[src/common/mango_pkg.sv]
`default_nettype none

package mango_pkg;

    localparam int addr_w = 32;
    localparam int data_w = 32;

    // primary opcodes of the supported subset.
    localparam logic [5:0] op_special = 6'h00;
    localparam logic [5:0] op_beq     = 6'h04;
    localparam logic [5:0] op_bne     = 6'h05;
    localparam logic [5:0] op_addiu   = 6'h09;
    localparam logic [5:0] op_ori     = 6'h0d;
    localparam logic [5:0] op_lui     = 6'h0f;
    localparam logic [5:0] op_lw      = 6'h23;
    localparam logic [5:0] op_sw      = 6'h2b;

    // funct codes under op_special.
    localparam logic [5:0] fn_sll  = 6'h00;
    localparam logic [5:0] fn_addu = 6'h21;
    localparam logic [5:0] fn_subu = 6'h23;
    localparam logic [5:0] fn_and  = 6'h24;
    localparam logic [5:0] fn_or   = 6'h25;
    localparam logic [5:0] fn_xor  = 6'h26;
    localparam logic [5:0] fn_slt  = 6'h2a;

    // internal alu operation, carried from decode to execute.
    localparam logic [3:0] alu_add = 4'd0;
    localparam logic [3:0] alu_sub = 4'd1;
    localparam logic [3:0] alu_and = 4'd2;
    localparam logic [3:0] alu_or  = 4'd3;
    localparam logic [3:0] alu_xor = 4'd4;
    localparam logic [3:0] alu_slt = 4'd5;
    localparam logic [3:0] alu_sll = 4'd6;
    localparam logic [3:0] alu_lui = 4'd7;

    typedef struct packed {
        logic [5:0] op;
        logic [4:0] rs;
        logic [4:0] rt;
        logic [4:0] rd;
        logic [4:0] shamt;
        logic [5:0] funct;
    } r_fields_t;

    typedef struct packed {
        logic [5:0]  op;
        logic [4:0]  rs;
        logic [4:0]  rt;
        logic [15:0] imm;
    } i_fields_t;

    typedef union packed {
        r_fields_t r_fields;
        i_fields_t i_fields;
    } instr_word_u;

endpackage

`default_nettype wire
[src/common/retire_if.sv]
`timescale 1ns/100ps
`default_nettype none

interface retire_if import mango_pkg::*; ();

    logic              valid;
    logic [data_w-1:0] value;      // alu result, or the address for load/store.
    logic              is_load;
    logic              is_store;
    logic [4:0]        dest;
    logic [data_w-1:0] store_data;

    modport master (
        output valid, value, is_load, is_store, dest, store_data
    );

    modport slave (
        input  valid, value, is_load, is_store, dest, store_data
    );

endinterface

`default_nettype wire

[src/common/issue_if.sv]
`timescale 1ns/100ps
`default_nettype none

interface issue_if import mango_pkg::*; ();

    logic              valid;          // one pulse per instruction.
    logic [3:0]        alu_op;
    logic [data_w-1:0] a;
    logic [data_w-1:0] b;
    logic              imm_sel;        // b holds the raw immediate field.
    logic [4:0]        dest;           // zero when nothing is written back.
    logic              is_load;
    logic              is_store;
    logic              is_branch;
    logic              branch_ne;
    logic [data_w-1:0] store_data;
    logic [addr_w-1:0] branch_target;

    modport master (output valid, alu_op, a, b, imm_sel, dest, is_load, is_store,
                    is_branch, branch_ne, store_data, branch_target);
    modport slave (input valid, alu_op, a, b, imm_sel, dest, is_load, is_store,
                   is_branch, branch_ne, store_data, branch_target);

endinterface

`default_nettype wire

[src/common/core_bus_if.sv]
`timescale 1ns/100ps
`default_nettype none

// one request at a time; done in the cycle with en high and stall low.
interface core_bus_if import mango_pkg::*; ();

    logic              en;
    logic              wen;     // high for a write.
    logic [addr_w-1:0] addr;
    logic [data_w-1:0] wdata;
    logic [data_w-1:0] rdata;   // valid in the completion cycle.
    logic              stall;

    modport master (
        output en, wen, addr, wdata,
        input  rdata, stall
    );

    modport slave (
        input  en, wen, addr, wdata,
        output rdata, stall
    );

endinterface

`default_nettype wire

[src/verilog/mango_top.sv]
`timescale 1ns/100ps
`default_nettype none

module mango_top import mango_pkg::*; #(
    parameter logic [addr_w-1:0] reset_pc = '0
) (
    input  logic              cpu_clk,
    input  logic              rst_n,
    output logic              mem_en,
    output logic              mem_wen,
    output logic [addr_w-1:0] mem_addr,
    output logic [data_w-1:0] mem_wdata,
    input  logic [data_w-1:0] mem_rdata,
    input  logic              mem_ready
);

    logic              rst_meta;
    logic              core_rst_n;
    logic              redirect;
    logic [addr_w-1:0] redirect_pc;
    logic              wb_en;
    logic [4:0]        wb_reg;
    logic [data_w-1:0] wb_data;
    logic              result_busy;

    // async assert, release two clocks later.
    always_ff @(posedge cpu_clk or negedge rst_n) begin
        if (!rst_n) begin
            rst_meta   <= 1'b0;
            core_rst_n <= 1'b0;
        end else begin
            rst_meta   <= 1'b1;
            core_rst_n <= rst_meta;
        end
    end

    core_bus_if ibus ();
    core_bus_if dbus ();
    issue_if    issue ();
    retire_if   retire ();

    core_fetch_decode #(.reset_pc(reset_pc)) u_fetch_decode (
        .cpu_clk     (cpu_clk),
        .rst_n       (core_rst_n),
        .ibus        (ibus.master),
        .issue       (issue.master),
        .redirect    (redirect),
        .redirect_pc (redirect_pc),
        .wb_en       (wb_en),
        .wb_reg      (wb_reg),
        .wb_data     (wb_data),
        .result_busy (result_busy)
    );

    core_execute u_execute (
        .cpu_clk     (cpu_clk),
        .rst_n       (core_rst_n),
        .issue       (issue.slave),
        .retire      (retire.master),
        .redirect    (redirect),
        .redirect_pc (redirect_pc)
    );

    core_result u_result (
        .cpu_clk     (cpu_clk),
        .rst_n       (core_rst_n),
        .retire      (retire.slave),
        .dbus        (dbus.master),
        .wb_en       (wb_en),
        .wb_reg      (wb_reg),
        .wb_data     (wb_data),
        .result_busy (result_busy)
    );

    mem_arbiter u_arbiter (
        .cpu_clk   (cpu_clk),
        .rst_n     (core_rst_n),
        .ibus      (ibus.slave),
        .dbus      (dbus.slave),
        .mem_en    (mem_en),
        .mem_wen   (mem_wen),
        .mem_addr  (mem_addr),
        .mem_wdata (mem_wdata),
        .mem_rdata (mem_rdata),
        .mem_ready (mem_ready)
    );

endmodule

`default_nettype wire

[src/verilog/mem_arbiter.sv]
`timescale 1ns/100ps
`default_nettype none

module mem_arbiter import mango_pkg::*; (
    input  logic              cpu_clk,
    input  logic              rst_n,
    core_bus_if.slave         ibus,
    core_bus_if.slave         dbus,
    output logic              mem_en,
    output logic              mem_wen,
    output logic [addr_w-1:0] mem_addr,
    output logic [data_w-1:0] mem_wdata,
    input  logic [data_w-1:0] mem_rdata,
    input  logic              mem_ready
);

    logic gnt_v;   // a transfer is waiting for mem_ready.
    logic gnt_d;
    logic sel_d;

    // a held grant wins, otherwise data goes first.
    assign sel_d = gnt_v ? gnt_d : dbus.en;

    assign mem_en    = sel_d ? dbus.en    : ibus.en;
    assign mem_wen   = sel_d ? dbus.wen   : ibus.wen;
    assign mem_addr  = sel_d ? dbus.addr  : ibus.addr;
    assign mem_wdata = sel_d ? dbus.wdata : ibus.wdata;

    assign ibus.rdata = mem_rdata;
    assign dbus.rdata = mem_rdata;
    assign ibus.stall = sel_d || !mem_ready;
    assign dbus.stall = !sel_d || !mem_ready;

    always_ff @(posedge cpu_clk or negedge rst_n) begin
        if (!rst_n) begin
            gnt_v <= 1'b0;
            gnt_d <= 1'b0;
        end else if (mem_en && mem_ready) begin
            gnt_v <= 1'b0;
        end else if (mem_en) begin
            gnt_v <= 1'b1;
            gnt_d <= sel_d;
        end
    end

endmodule

`default_nettype wire

[src/core/core_result.sv]
`timescale 1ns/100ps
`default_nettype none

module core_result import mango_pkg::*; (
    input  logic              cpu_clk,
    input  logic              rst_n,
    retire_if.slave           retire,
    core_bus_if.master        dbus,
    output logic              wb_en,
    output logic [4:0]        wb_reg,
    output logic [data_w-1:0] wb_data,
    output logic              result_busy
);

    logic              busy;
    logic              req_load;
    logic [addr_w-1:0] req_addr;
    logic [data_w-1:0] req_wdata;
    logic              done;
    logic              is_mem;

    assign is_mem      = retire.is_load || retire.is_store;
    assign dbus.en     = busy;
    assign dbus.wen    = busy && !req_load;
    assign dbus.addr   = req_addr;
    assign dbus.wdata  = req_wdata;
    assign done        = busy && !dbus.stall;
    assign result_busy = busy;

    always_ff @(posedge cpu_clk or negedge rst_n) begin
        if (!rst_n) begin
            busy  <= 1'b0;
            wb_en <= 1'b0;
        end else begin
            wb_en <= (retire.valid && !is_mem) || (done && req_load);
            if (retire.valid && is_mem)
                busy <= 1'b1;
            else if (done)
                busy <= 1'b0;
        end
    end

    // wb_reg stays put across a load, decode issues nothing meanwhile.
    always_ff @(posedge cpu_clk) begin
        if (retire.valid) begin
            req_addr  <= retire.value;
            req_wdata <= retire.store_data;
            req_load  <= retire.is_load;
            wb_reg    <= retire.dest;
            wb_data   <= retire.value;
        end else if (done) begin
            wb_data <= dbus.rdata;
        end
    end

endmodule

`default_nettype wire

[src/core/core_execute.sv]
`timescale 1ns/100ps
`default_nettype none

module core_execute import mango_pkg::*; (
    input  logic              cpu_clk,
    input  logic              rst_n,
    issue_if.slave            issue,
    retire_if.master          retire,
    output logic              redirect,
    output logic [addr_w-1:0] redirect_pc
);

    logic [data_w-1:0] b_ext;
    logic [data_w-1:0] alu_res;
    logic              taken;

    // immediate adds (addiu, lw, sw) sign-extend; ori and lui take the field as is.
    assign b_ext = (issue.imm_sel && issue.alu_op == alu_add) ?
                   {{16{issue.b[15]}}, issue.b[15:0]} : issue.b;

    always_comb begin
        case (issue.alu_op)
            alu_add: alu_res = issue.a + b_ext;
            alu_sub: alu_res = issue.a - b_ext;
            alu_and: alu_res = issue.a & b_ext;
            alu_or:  alu_res = issue.a | b_ext;
            alu_xor: alu_res = issue.a ^ b_ext;
            alu_slt: alu_res = {31'd0, $signed(issue.a) < $signed(b_ext)};
            alu_sll: alu_res = issue.a << b_ext[4:0];
            alu_lui: alu_res = {b_ext[15:0], 16'd0};
            default: alu_res = '0;
        endcase
    end

    assign taken = issue.is_branch && ((issue.a == issue.b) ^ issue.branch_ne);

    always_ff @(posedge cpu_clk or negedge rst_n) begin
        if (!rst_n) begin
            retire.valid <= 1'b0;
            redirect     <= 1'b0;
        end else begin
            retire.valid <= issue.valid && !issue.is_branch;   // branches retire nothing.
            redirect     <= issue.valid && taken;
        end
    end

    always_ff @(posedge cpu_clk) begin
        if (issue.valid) begin
            retire.value      <= alu_res;
            retire.is_load    <= issue.is_load;
            retire.is_store   <= issue.is_store;
            retire.dest       <= issue.dest;
            retire.store_data <= issue.store_data;
            redirect_pc       <= issue.branch_target;
        end
    end

endmodule

`default_nettype wire

[src/core/core_fetch_decode.sv]
`timescale 1ns/100ps
`default_nettype none

module core_fetch_decode import mango_pkg::*; #(
    parameter logic [addr_w-1:0] reset_pc = '0
) (
    input  logic              cpu_clk,
    input  logic              rst_n,
    core_bus_if.master        ibus,
    issue_if.master           issue,
    input  logic              redirect,
    input  logic [addr_w-1:0] redirect_pc,
    input  logic              wb_en,
    input  logic [4:0]        wb_reg,
    input  logic [data_w-1:0] wb_data,
    input  logic              result_busy
);

    logic              run;
    logic [addr_w-1:0] pc;          // next fetch address; buffered word + 4 while buf_v.
    logic [addr_w-1:0] pend_pc;
    logic              drop;        // discard the fetch still in flight.
    logic              buf_v;
    instr_word_u       buf_word;
    logic [data_w-1:0] rf [32];
    logic [data_w-1:0] rs_val;
    logic [data_w-1:0] rt_val;
    logic              fetch_done;
    logic              ex_v;
    logic              ex_mem;
    logic [4:0]        ex_dest;
    logic              hazard;
    logic              hold;
    logic              issue_go;
    logic [3:0]        d_alu;
    logic [data_w-1:0] d_a;
    logic [data_w-1:0] d_b;
    logic              d_imm;
    logic [4:0]        d_dest;
    logic              d_load;
    logic              d_store;
    logic              d_branch;
    logic              d_ne;

    assign ibus.en    = run && !buf_v;
    assign ibus.wen   = 1'b0;
    assign ibus.addr  = pc;
    assign ibus.wdata = '0;
    assign fetch_done = ibus.en && !ibus.stall;

    // writeback bypasses the array read.
    assign rs_val = (buf_word.r_fields.rs == 5'd0) ? '0 :
                    (wb_en && wb_reg == buf_word.r_fields.rs) ? wb_data :
                    rf[buf_word.r_fields.rs];
    assign rt_val = (buf_word.r_fields.rt == 5'd0) ? '0 :
                    (wb_en && wb_reg == buf_word.r_fields.rt) ? wb_data :
                    rf[buf_word.r_fields.rt];

    always_comb begin
        hazard = 1'b0;
        for (int s = 0; s < 2; s++) begin
            logic [4:0] src;
            src = (s == 0) ? buf_word.r_fields.rs : buf_word.r_fields.rt;
            if (src != 5'd0 && ((issue.valid && issue.dest == src) || (ex_v && ex_dest == src)))
                hazard = 1'b1;
        end
    end

    // branches resolve before the next issue; memory ops drain through result.
    assign hold = (issue.valid && (issue.is_branch || issue.is_load || issue.is_store)) || ex_mem;
    assign issue_go = buf_v && !redirect && !result_busy && !hazard && !hold;

    always_comb begin
        d_alu    = alu_add;
        d_a      = rs_val;
        d_b      = rt_val;
        d_imm    = 1'b0;
        d_dest   = 5'd0;
        d_load   = 1'b0;
        d_store  = 1'b0;
        d_branch = 1'b0;
        d_ne     = 1'b0;
        case (buf_word.r_fields.op)
            op_special: begin
                d_dest = buf_word.r_fields.rd;
                case (buf_word.r_fields.funct)
                    fn_addu: d_alu = alu_add;
                    fn_subu: d_alu = alu_sub;
                    fn_and:  d_alu = alu_and;
                    fn_or:   d_alu = alu_or;
                    fn_xor:  d_alu = alu_xor;
                    fn_slt:  d_alu = alu_slt;
                    fn_sll: begin
                        d_alu = alu_sll;
                        d_a   = rt_val;
                        d_b   = {27'd0, buf_word.r_fields.shamt};
                        d_imm = 1'b1;
                    end
                    default: d_dest = 5'd0;   // unsupported funct runs as a nop.
                endcase
            end
            op_addiu, op_ori, op_lui, op_lw, op_sw: begin
                d_b     = {16'd0, buf_word.i_fields.imm};
                d_imm   = 1'b1;
                d_dest  = (buf_word.i_fields.op == op_sw) ? 5'd0 : buf_word.i_fields.rt;
                d_load  = (buf_word.i_fields.op == op_lw);
                d_store = (buf_word.i_fields.op == op_sw);
                if (buf_word.i_fields.op == op_ori)
                    d_alu = alu_or;
                else if (buf_word.i_fields.op == op_lui)
                    d_alu = alu_lui;
            end
            op_beq, op_bne: begin
                d_branch = 1'b1;
                d_ne     = (buf_word.i_fields.op == op_bne);
            end
            default: ;
        endcase
    end

    always_ff @(posedge cpu_clk or negedge rst_n) begin
        if (!rst_n) begin
            run         <= 1'b0;
            pc          <= reset_pc;
            pend_pc     <= reset_pc;
            drop        <= 1'b0;
            buf_v       <= 1'b0;
            issue.valid <= 1'b0;
            ex_v        <= 1'b0;
            ex_mem      <= 1'b0;
            ex_dest     <= 5'd0;
        end else begin
            run <= 1'b1;
            if (redirect) begin
                buf_v <= 1'b0;
                if (ibus.en && ibus.stall) begin
                    drop    <= 1'b1;   // request must be held, so let it finish.
                    pend_pc <= redirect_pc;
                end else begin
                    pc <= redirect_pc;
                end
            end else if (fetch_done) begin
                if (drop) begin
                    drop <= 1'b0;
                    pc   <= pend_pc;
                end else begin
                    buf_v <= 1'b1;
                    pc    <= pc + 32'd4;
                end
            end else if (issue_go) begin
                buf_v <= 1'b0;
            end
            issue.valid <= issue_go;
            ex_v        <= issue.valid;
            ex_mem      <= issue.valid && (issue.is_load || issue.is_store);
            ex_dest     <= issue.dest;
        end
    end

    always_ff @(posedge cpu_clk) begin
        if (fetch_done)
            buf_word <= ibus.rdata;
        if (wb_en && wb_reg != 5'd0)
            rf[wb_reg] <= wb_data;
    end

    always_ff @(posedge cpu_clk) begin
        if (issue_go) begin
            issue.alu_op     <= d_alu;
            issue.a          <= d_a;
            issue.b          <= d_b;
            issue.imm_sel    <= d_imm;
            issue.dest       <= d_dest;
            issue.is_load    <= d_load;
            issue.is_store   <= d_store;
            issue.is_branch  <= d_branch;
            issue.branch_ne  <= d_ne;
            issue.store_data <= rt_val;
            // pc already points one word past the branch.
            issue.branch_target <= pc + {{14{buf_word.i_fields.imm[15]}},
                                         buf_word.i_fields.imm, 2'b00};
        end
    end

endmodule

`default_nettype wire

[config.mk]
export PLATFORM = sky130hd
export DESIGN_NAME = mango_top
export DESIGN_NICKNAME = d
export VERILOG_FILES = /design/src/common/mango_pkg.sv /design/src/common/retire_if.sv /design/src/common/issue_if.sv /design/src/common/core_bus_if.sv /design/src/verilog/mango_top.sv /design/src/verilog/mem_arbiter.sv /design/src/core/core_result.sv /design/src/core/core_execute.sv /design/src/core/core_fetch_decode.sv
export SDC_FILE = /design/constraint.sdc
export NUM_CORES = 2
export LEC_CHECK = 0
export ABC_AREA = 1
export BUFFER_PORTS_ARGS = -buffer_cell sky130_fd_sc_hd__buf_2
export CAP_MARGIN = 5
export CORE_ASPECT_RATIO = 1.4
export CORE_MARGIN = 5
export CORE_UTILIZATION = 23
export DETAILED_ROUTE_END_ITERATION = 7
export PLACE_DENSITY_LB_ADDON = 0.12
export SLEW_MARGIN = 20
export SYNTH_ARGS = -nofsm -noshare
export SYNTH_HDL_FRONTEND = slang
export SYNTH_SLANG_ARGS = --single-unit
[constraint.sdc]
create_clock -name cpu_clk -period 3.55 [get_ports cpu_clk]
set_input_delay 0.1775 -clock cpu_clk [delete_from_list [all_inputs] [get_ports cpu_clk]]
set_output_delay 0.1775 -clock cpu_clk [all_outputs]
set_load 0.05 [all_outputs]
Word level (Yosys, flattened, before mapping)
Memory sizes are Yosys's and may differ from the RTL's. A register that Yosys moved wholly into a read port is not among the register bits.
Index checks and enable logic that the tools add are counted.
W data, S select, Z words.
{"block": "totals", "reg_bits": 462, "latchBits": 0, "ramBits": 1024, "rom_bits": 0, "input_bits": 35, "output_inout_bits": 66, "wordCells": 201, "memories": 1}
{"name": "u_fetch_decode.rf", "words": 32, "width": 32, "read_ports": 2, "rd_ports_with_merged_regs": 2, "write_ports": 1, "line_no": "core_fetch_decode.sv:25", "source": "logic [data_w-1:0] rf [32];"}
{"block": "classes", "addsub": 4, "mul": 0, "n_div": 0, "order_cmp": 1, "n_eq_ne": 30, "n_shift": 1, "muxes": 48, "bitwise_logic": 5, "reduce_logical": 71}
{"op": "$mux W32", "count": 16}
{"op": "$pmux W32 S8", "count": 1}
{"op": "$add A32 B32 Y32", "count": 2}
{"op": "$pmux W32 S2", "count": 1}
{"op": "$eq A6 B6 Y1 const B", "count": 8}
{"op": "$add A32 B3 Y32 const B", "count": 1}
{"op": "$and A32 B32 Y32", "count": 1}
{"op": "$eq A32 B32 Y1", "count": 1}
{"op": "$lt A32 B32 Y1", "count": 1}
{"op": "$or A32 B32 Y32", "count": 1}
{"op": "$shl A32 B5 Y32", "count": 1}
{"op": "$sub A32 B32 Y32", "count": 1}
{"op": "$xor A32 B32 Y32", "count": 1}
{"op": "$eq A5 B5 Y1", "count": 6}
{"op": "$logic_and A1 B1 Y1", "count": 28}
{"op": "$mux W1", "count": 20}
{"op": "$mux W5", "count": 4}
{"op": "$eq A6 B4 Y1 const B", "count": 3}
{"op": "$pmux W3 S6", "count": 1}
{"op": "$eq A4 B3 Y1 const B", "count": 4}
{"op": "$reduce_bool A5 Y1", "count": 3}
{"op": "$eq A6 B3 Y1 const B", "count": 2}
{"op": "$logic_not A1 Y1", "count": 12}
{"op": "$logic_not A6 Y1", "count": 2}
{"op": "other kinds (20)", "count": 39}

Logic depth before layout (Yosys ltp)
{"block": "depth", "depth_word": 12, "ltp_mapped": 23, "depth_no_buf": 20}

Hierarchy
A second synthesis with hierarchy kept.
{"block": "unflattened", "hier_cells": 9551, "hier_area_um2": 83097.2}
{"module": "core_fetch_decode", "n_inst": 1, "cells_each": 7172, "area_per_inst_um2": 66099.6, "seq_area_each_um2": 38021.5}
{"module": "core_execute", "n_inst": 1, "cells_each": 1861, "area_per_inst_um2": 11835.1, "seq_area_each_um2": 3143.0}
{"module": "core_result", "n_inst": 1, "cells_each": 220, "area_per_inst_um2": 3659.8, "seq_area_each_um2": 3113.0}
{"module": "mem_arbiter", "n_inst": 1, "cells_each": 295, "area_per_inst_um2": 1448.9, "seq_area_each_um2": 50.0}
{"module": "mango_top", "n_inst": 1, "cells_each": 3, "area_per_inst_um2": 53.8, "seq_area_each_um2": 50.0}

Worst setup path before layout
OpenSTA, ideal clock, no wires.
{"block": "synth_timing", "kind": "register to register", "from": "register u_fetch_decode.issue.valid", "to": "register u_fetch_decode.issue.a[0], enable pin", "setup_time_ns": 0.877, "arrival_ns": 4.745, "t_required_ns": 2.673, "setup_slack_ns": -2.073, "stages_incl_launch_ff": 8, "path_buffers": 0, "period_less_slack_ns": 5.623, "path_cell_list": "dfrtp_1 o21ai_0 nor2_1 nand3_1 nand2_1 nand2_1 nand3_1 inv_1"}
{"block": "synth_between", "elab_chain_cells": 8, "elab_cells_between_ends": 14, "cone_classes": "mux (2); reduce/logical (12)"}
{"item": "start: declaration", "line_no": "issue_if.sv:19", "source": "modport master (output valid, alu_op, a, b, imm_sel, dest, is_load, is_store,"}
{"item": "start signal: assignment", "line_no": "core_fetch_decode.sv:153", "source": "issue.valid <= issue_go;"}
{"item": "$logic_and A1 B1 Y1", "line_no": "core_fetch_decode.sv:64", "source": "if (src != 5'd0 && ((issue.valid && issue.dest == src) || (ex_v && ex_dest == src)))"}
{"item": "$logic_or A1 B1 Y1", "line_no": "core_fetch_decode.sv:64"}
{"item": "$logic_and A1 B1 Y1", "line_no": "core_fetch_decode.sv:64"}
{"item": "$mux W1 (2 in series)", "line_no": "core_fetch_decode.sv:64"}
{"item": "$logic_not A1 Y1", "line_no": "core_fetch_decode.sv:71", "source": "assign issue_go = buf_v && !redirect && !result_busy && !hazard && !hold;"}
{"item": "$logic_and A1 B1 Y1", "line_no": "core_fetch_decode.sv:71"}
{"item": "$logic_and A1 B1 Y1 *", "line_no": "core_fetch_decode.sv:71"}
{"item": "net u_fetch_decode.issue_go", "line_no": "core_fetch_decode.sv:34", "source": "logic issue_go;"}
{"item": "end signal: assignment", "line_no": "core_fetch_decode.sv:170", "source": "issue.a <= d_a;"}
{"item": "end: declaration", "line_no": "issue_if.sv:19"}
Mark *: on every way through the listed nets, which the timed path passes. The rest lies on a longest branch.
A chain may end at the register's enable or synchronous reset.

Worst setup path after layout
{"block": "layout_timing", "from": "register u_fetch_decode.issue.alu_op[0]", "to": "register u_execute.retire.value[28] (data pin)"}
{"block": "layout_between", "elab_chain_cells": 5, "elab_cells_between_ends": 16, "cone_classes": "add/sub (2); eq/ne (7); mux (2); bitwise (3); reduce/logical (2)"}
{"item": "start: declaration", "line_no": "issue_if.sv:19"}
{"item": "start signal: assignment", "line_no": "core_fetch_decode.sv:169", "source": "issue.alu_op <= d_alu;"}
{"item": "$logic_not A4 Y1", "line_no": "core_execute.sv:18, core_execute.sv:22"}
{"item": "$logic_and A1 B1 Y1", "line_no": "core_execute.sv:18", "source": "assign b_ext = (issue.imm_sel && issue.alu_op == alu_add) ?"}
{"item": "$mux W32", "line_no": "core_execute.sv:18"}
{"item": "$sub A32 B32 Y32 (tied with other cells)", "line_no": "core_execute.sv:24", "source": "alu_sub: alu_res = issue.a - b_ext;"}
{"item": "$pmux W32 S8 *", "line_no": "core_execute.sv:22", "source": "case (issue.alu_op)"}
{"item": "net u_execute.alu_res[28]", "line_no": "core_execute.sv:14", "source": "logic [data_w-1:0] alu_res;"}
{"item": "end signal: assignment", "line_no": "core_execute.sv:49", "source": "retire.value <= alu_res;"}
{"item": "end: declaration", "line_no": "retire_if.sv:14", "source": "output valid, value, is_load, is_store, dest, store_data"}
Marks and branches as above.

==> impl_metrics.toml <==
[outcome]
outcome = "finished, final reports clean"

[routing]
drc = 0
dr.pass1.iters = 6
ant_nets = 0
post_drt_via_cell_ratio = 4.856
vias = 69210
drt_iter0_drc = 6086
wirelength_um = 383100
wl_per_cell_um = 26.88

[worst_setup_path]
cp_max_fo = 4
critPathBufInv = 5
start_kind = "register"
critPathTopFamily = "simple AND/OR/NAND/NOR gates"
cp_slowest_cell = "edfxtp_1"
arrival_ps = 4000
crit_path_end_kind = "register"
critPathMostFrequentCell = "nand2_1"
crit_chain = "nor2_4 > inv_2 > nor2_8 > inv_4 > nor2_4 > nand2_2 > o21ai_0 > inv_1 > ha_1 > buf_4 > nand2_1 > nor2_1 > inv_1 > nor2_1 > and2_1 > nand2_1 > nand2_1 > nand2_1 > nand3_1 > nand3_1"
crit_type = "reg2reg"
critPathMaxStageDelay_ps = 460
required_ps = 4180

[floorplan]
row_count = 258
pin_count = 101
core-area_mm2 = 0.3528
start_util_pct = 23.11
die_height_um = 714.5
die_w_um = 513.2
die-area_mm2 = 0.3667

[synthesis]
synth_cell_types = 60
synth_compound_area_share_pct = 12.03
synth_xor_area_share_pct = 0.6660
ys_warn_count = 0
synth_edf_count = 1402
synth-simple-area-share_pct = 22.27
avgSynthCellArea_um2 = 8.825
synth_top_family_by_area = "simple AND/OR/NAND/NOR gates"
synthMuxAreaShare_pct = 0
synth_area_mm2 = 0.08153
async_flop_share_pct = 5.552
netlist_instances = 9239
yosysSeqAreaShare_pct = 54.43
ys_ff_latch = 1495
yosys.area_share.adder_pct = 2.161
synth_ff_type = "edfxtp_1"

[power]
p_total_mw = 76.99
leakagePower_nw = 37.70
ir_drop_mv = 0.4368
powerDensity_mw_per_mm2 = 802.5

[final_layout]
fin_area_mm2 = 0.09594
largest_register_ffs = 1024
top_register = "u_fetch_decode.rf"
final_common_cell = "nand2_1"
multiInputGateArea_mm2 = 0.03073
nFillCells = 37550
synthToLayoutAreaGrowth_pct = 17.67
drive_gt1_share_pct = 9.261
final_cell_mix = "nand2_1 (2064), edfxtp_1 (1402), nand3_1 (1352)"
nets = 9607
seq_area_mm2 = 0.04442

[global_routing]
grt_use_total_pct = 20.15
grt_pass1_vias = 67900
grt_pass1_wl_um = 529000
grt-ovfl-total = 0
grt_antenna_before_repair = 22
grt_max_degree = 154

[sta]
tns_ps = 0
fin_crit_sh_pct = 94.87
finalSetupViolCount = 0
maxSlewHeadroom_pct = 18.84
drv_slew = 0
final_hold_viol_count = 0
worstMarginPinSlew_ps = 1217
fin_skew_ps = 57.82
fmax_mhz = 296.9
period_minus_slack_ps = 3368

[cts]
clock_sinks = 1495
cts_inserted_buffers = 177
h-tree-depth = 4
cts.path.max_buffers = 4
cts_root_buf = "clkbuf_16"
post_cts_buffers = 0
insertion_delay_ps = 880
cts_tree = "done"
clk_pin_slew_ps = 70

[hold_path]
hp-class = "in2reg"

[placement]
gp_congestion = 0.9328
dp_hpwl_um = 257000
dpl_cell_area_mm2 = 0.08998
port_buffers = 100

[job]
drv_cap = 0
-- repair_timing --
action                                  CTS  global route
resized for setup                         1            12
hold endpoints to repair                 87             0
endpoints found under the setup margin    1            12
hold buffers                             35             0
pin swaps                                 0             1
-- synthesized netlist by cell type (55+ instances only) --
library cell  count  share of area [%]
nand3_1        1353                8.3
nor2_1          613                2.8
edfxtp_1       1402                 52
ha_1            136                2.1
buf_2           264                1.6
nand2_1        2066                9.5
inv_1          1043                4.8
dfrtp_1          83                2.5
clkbuf_1        192               0.88
buf_1            55               0.25
o21ai_0         550                3.4
o211ai_1        489                4.5
a21oi_1         503                3.1
-- kinds of logic (layout without fill, tap and decap cells) --
group	Yosys count	in the layout
and+or+nand+nor	4236	4236
AOI/OAI and AO/OA	1665	1665
buffers and inverters	1640	1936
DFF	1495	1495
adders and majority gates	139	139
xor gates and xnor gates	62	62
other	2	39
-- stage by stage --
step	util, %	worst slack (ps)	instances	hold WS [ps]
final	27.19	182.2	14250	94.98
after global routing	27.19	-0.1235	14250	72.24
after floorplan	-	-1069	9271	-118.1
after detailed placement	25.50	25.70	13900	-29.61
after global placement	25.50	56.77	13900	-35.20
after CTS	27.18	4.062	14250	27.99
-- power breakdown --
part           total, mW  internal [mW]  switching, mW
clock network       18.5           10.5           8.00
registers           25.1           23.1           1.99
logic               33.4           9.01           24.4
-- metal layers --
| layer | up-vias | GRT usage (%) | part of all wire (%) |
|---|---|---|---|
| li1 | 32030 | - | - |
| met4 | 8 | 10.57 | 6.2 |
| met1 | 34210 | 23.60 | 39 |
| met3 | 720 | 2.285 | 4.5 |
| met5 | - | 0 | 0.014 |
| met2 | 2256 | 36.10 | 50 |
-- path summary, 6_finish.rpt --
check                                               to                           start  slack, ps  cells after the start
min in group asynchronous                   core_rst_n                           rst_n        220                      3
setup / recovery            u_execute.retire.value[28]  u_fetch_decode.issue.alu_op[0]        180                     20
hold / removal             u_fetch_decode.buf_word[15]                   mem_rdata[15]         90                      2
setup reg to reg            u_execute.retire.value[28]  u_fetch_decode.issue.alu_op[0]        180                     20
max in group asynchronous       u_execute.retire.valid                      core_rst_n       2320                      1
hold reg to reg                             core_rst_n                        rst_meta        350                      0
-- cell type report --
class / instances / area share [%]
Antenna cell: 5 / 0.01304
Timing Repair Buffer: 560 / 5.560
Inverter: 1063 / 4.199
Multi-Input combinational cell: 6136 / 32.03
Sequential cell: 1495 / 46.30
Tap cell: 4680 / 6.103
Clock inverter: 97 / 1.015
Clock buffer: 216 / 4.780
Power figures use the tool's default switching activity.
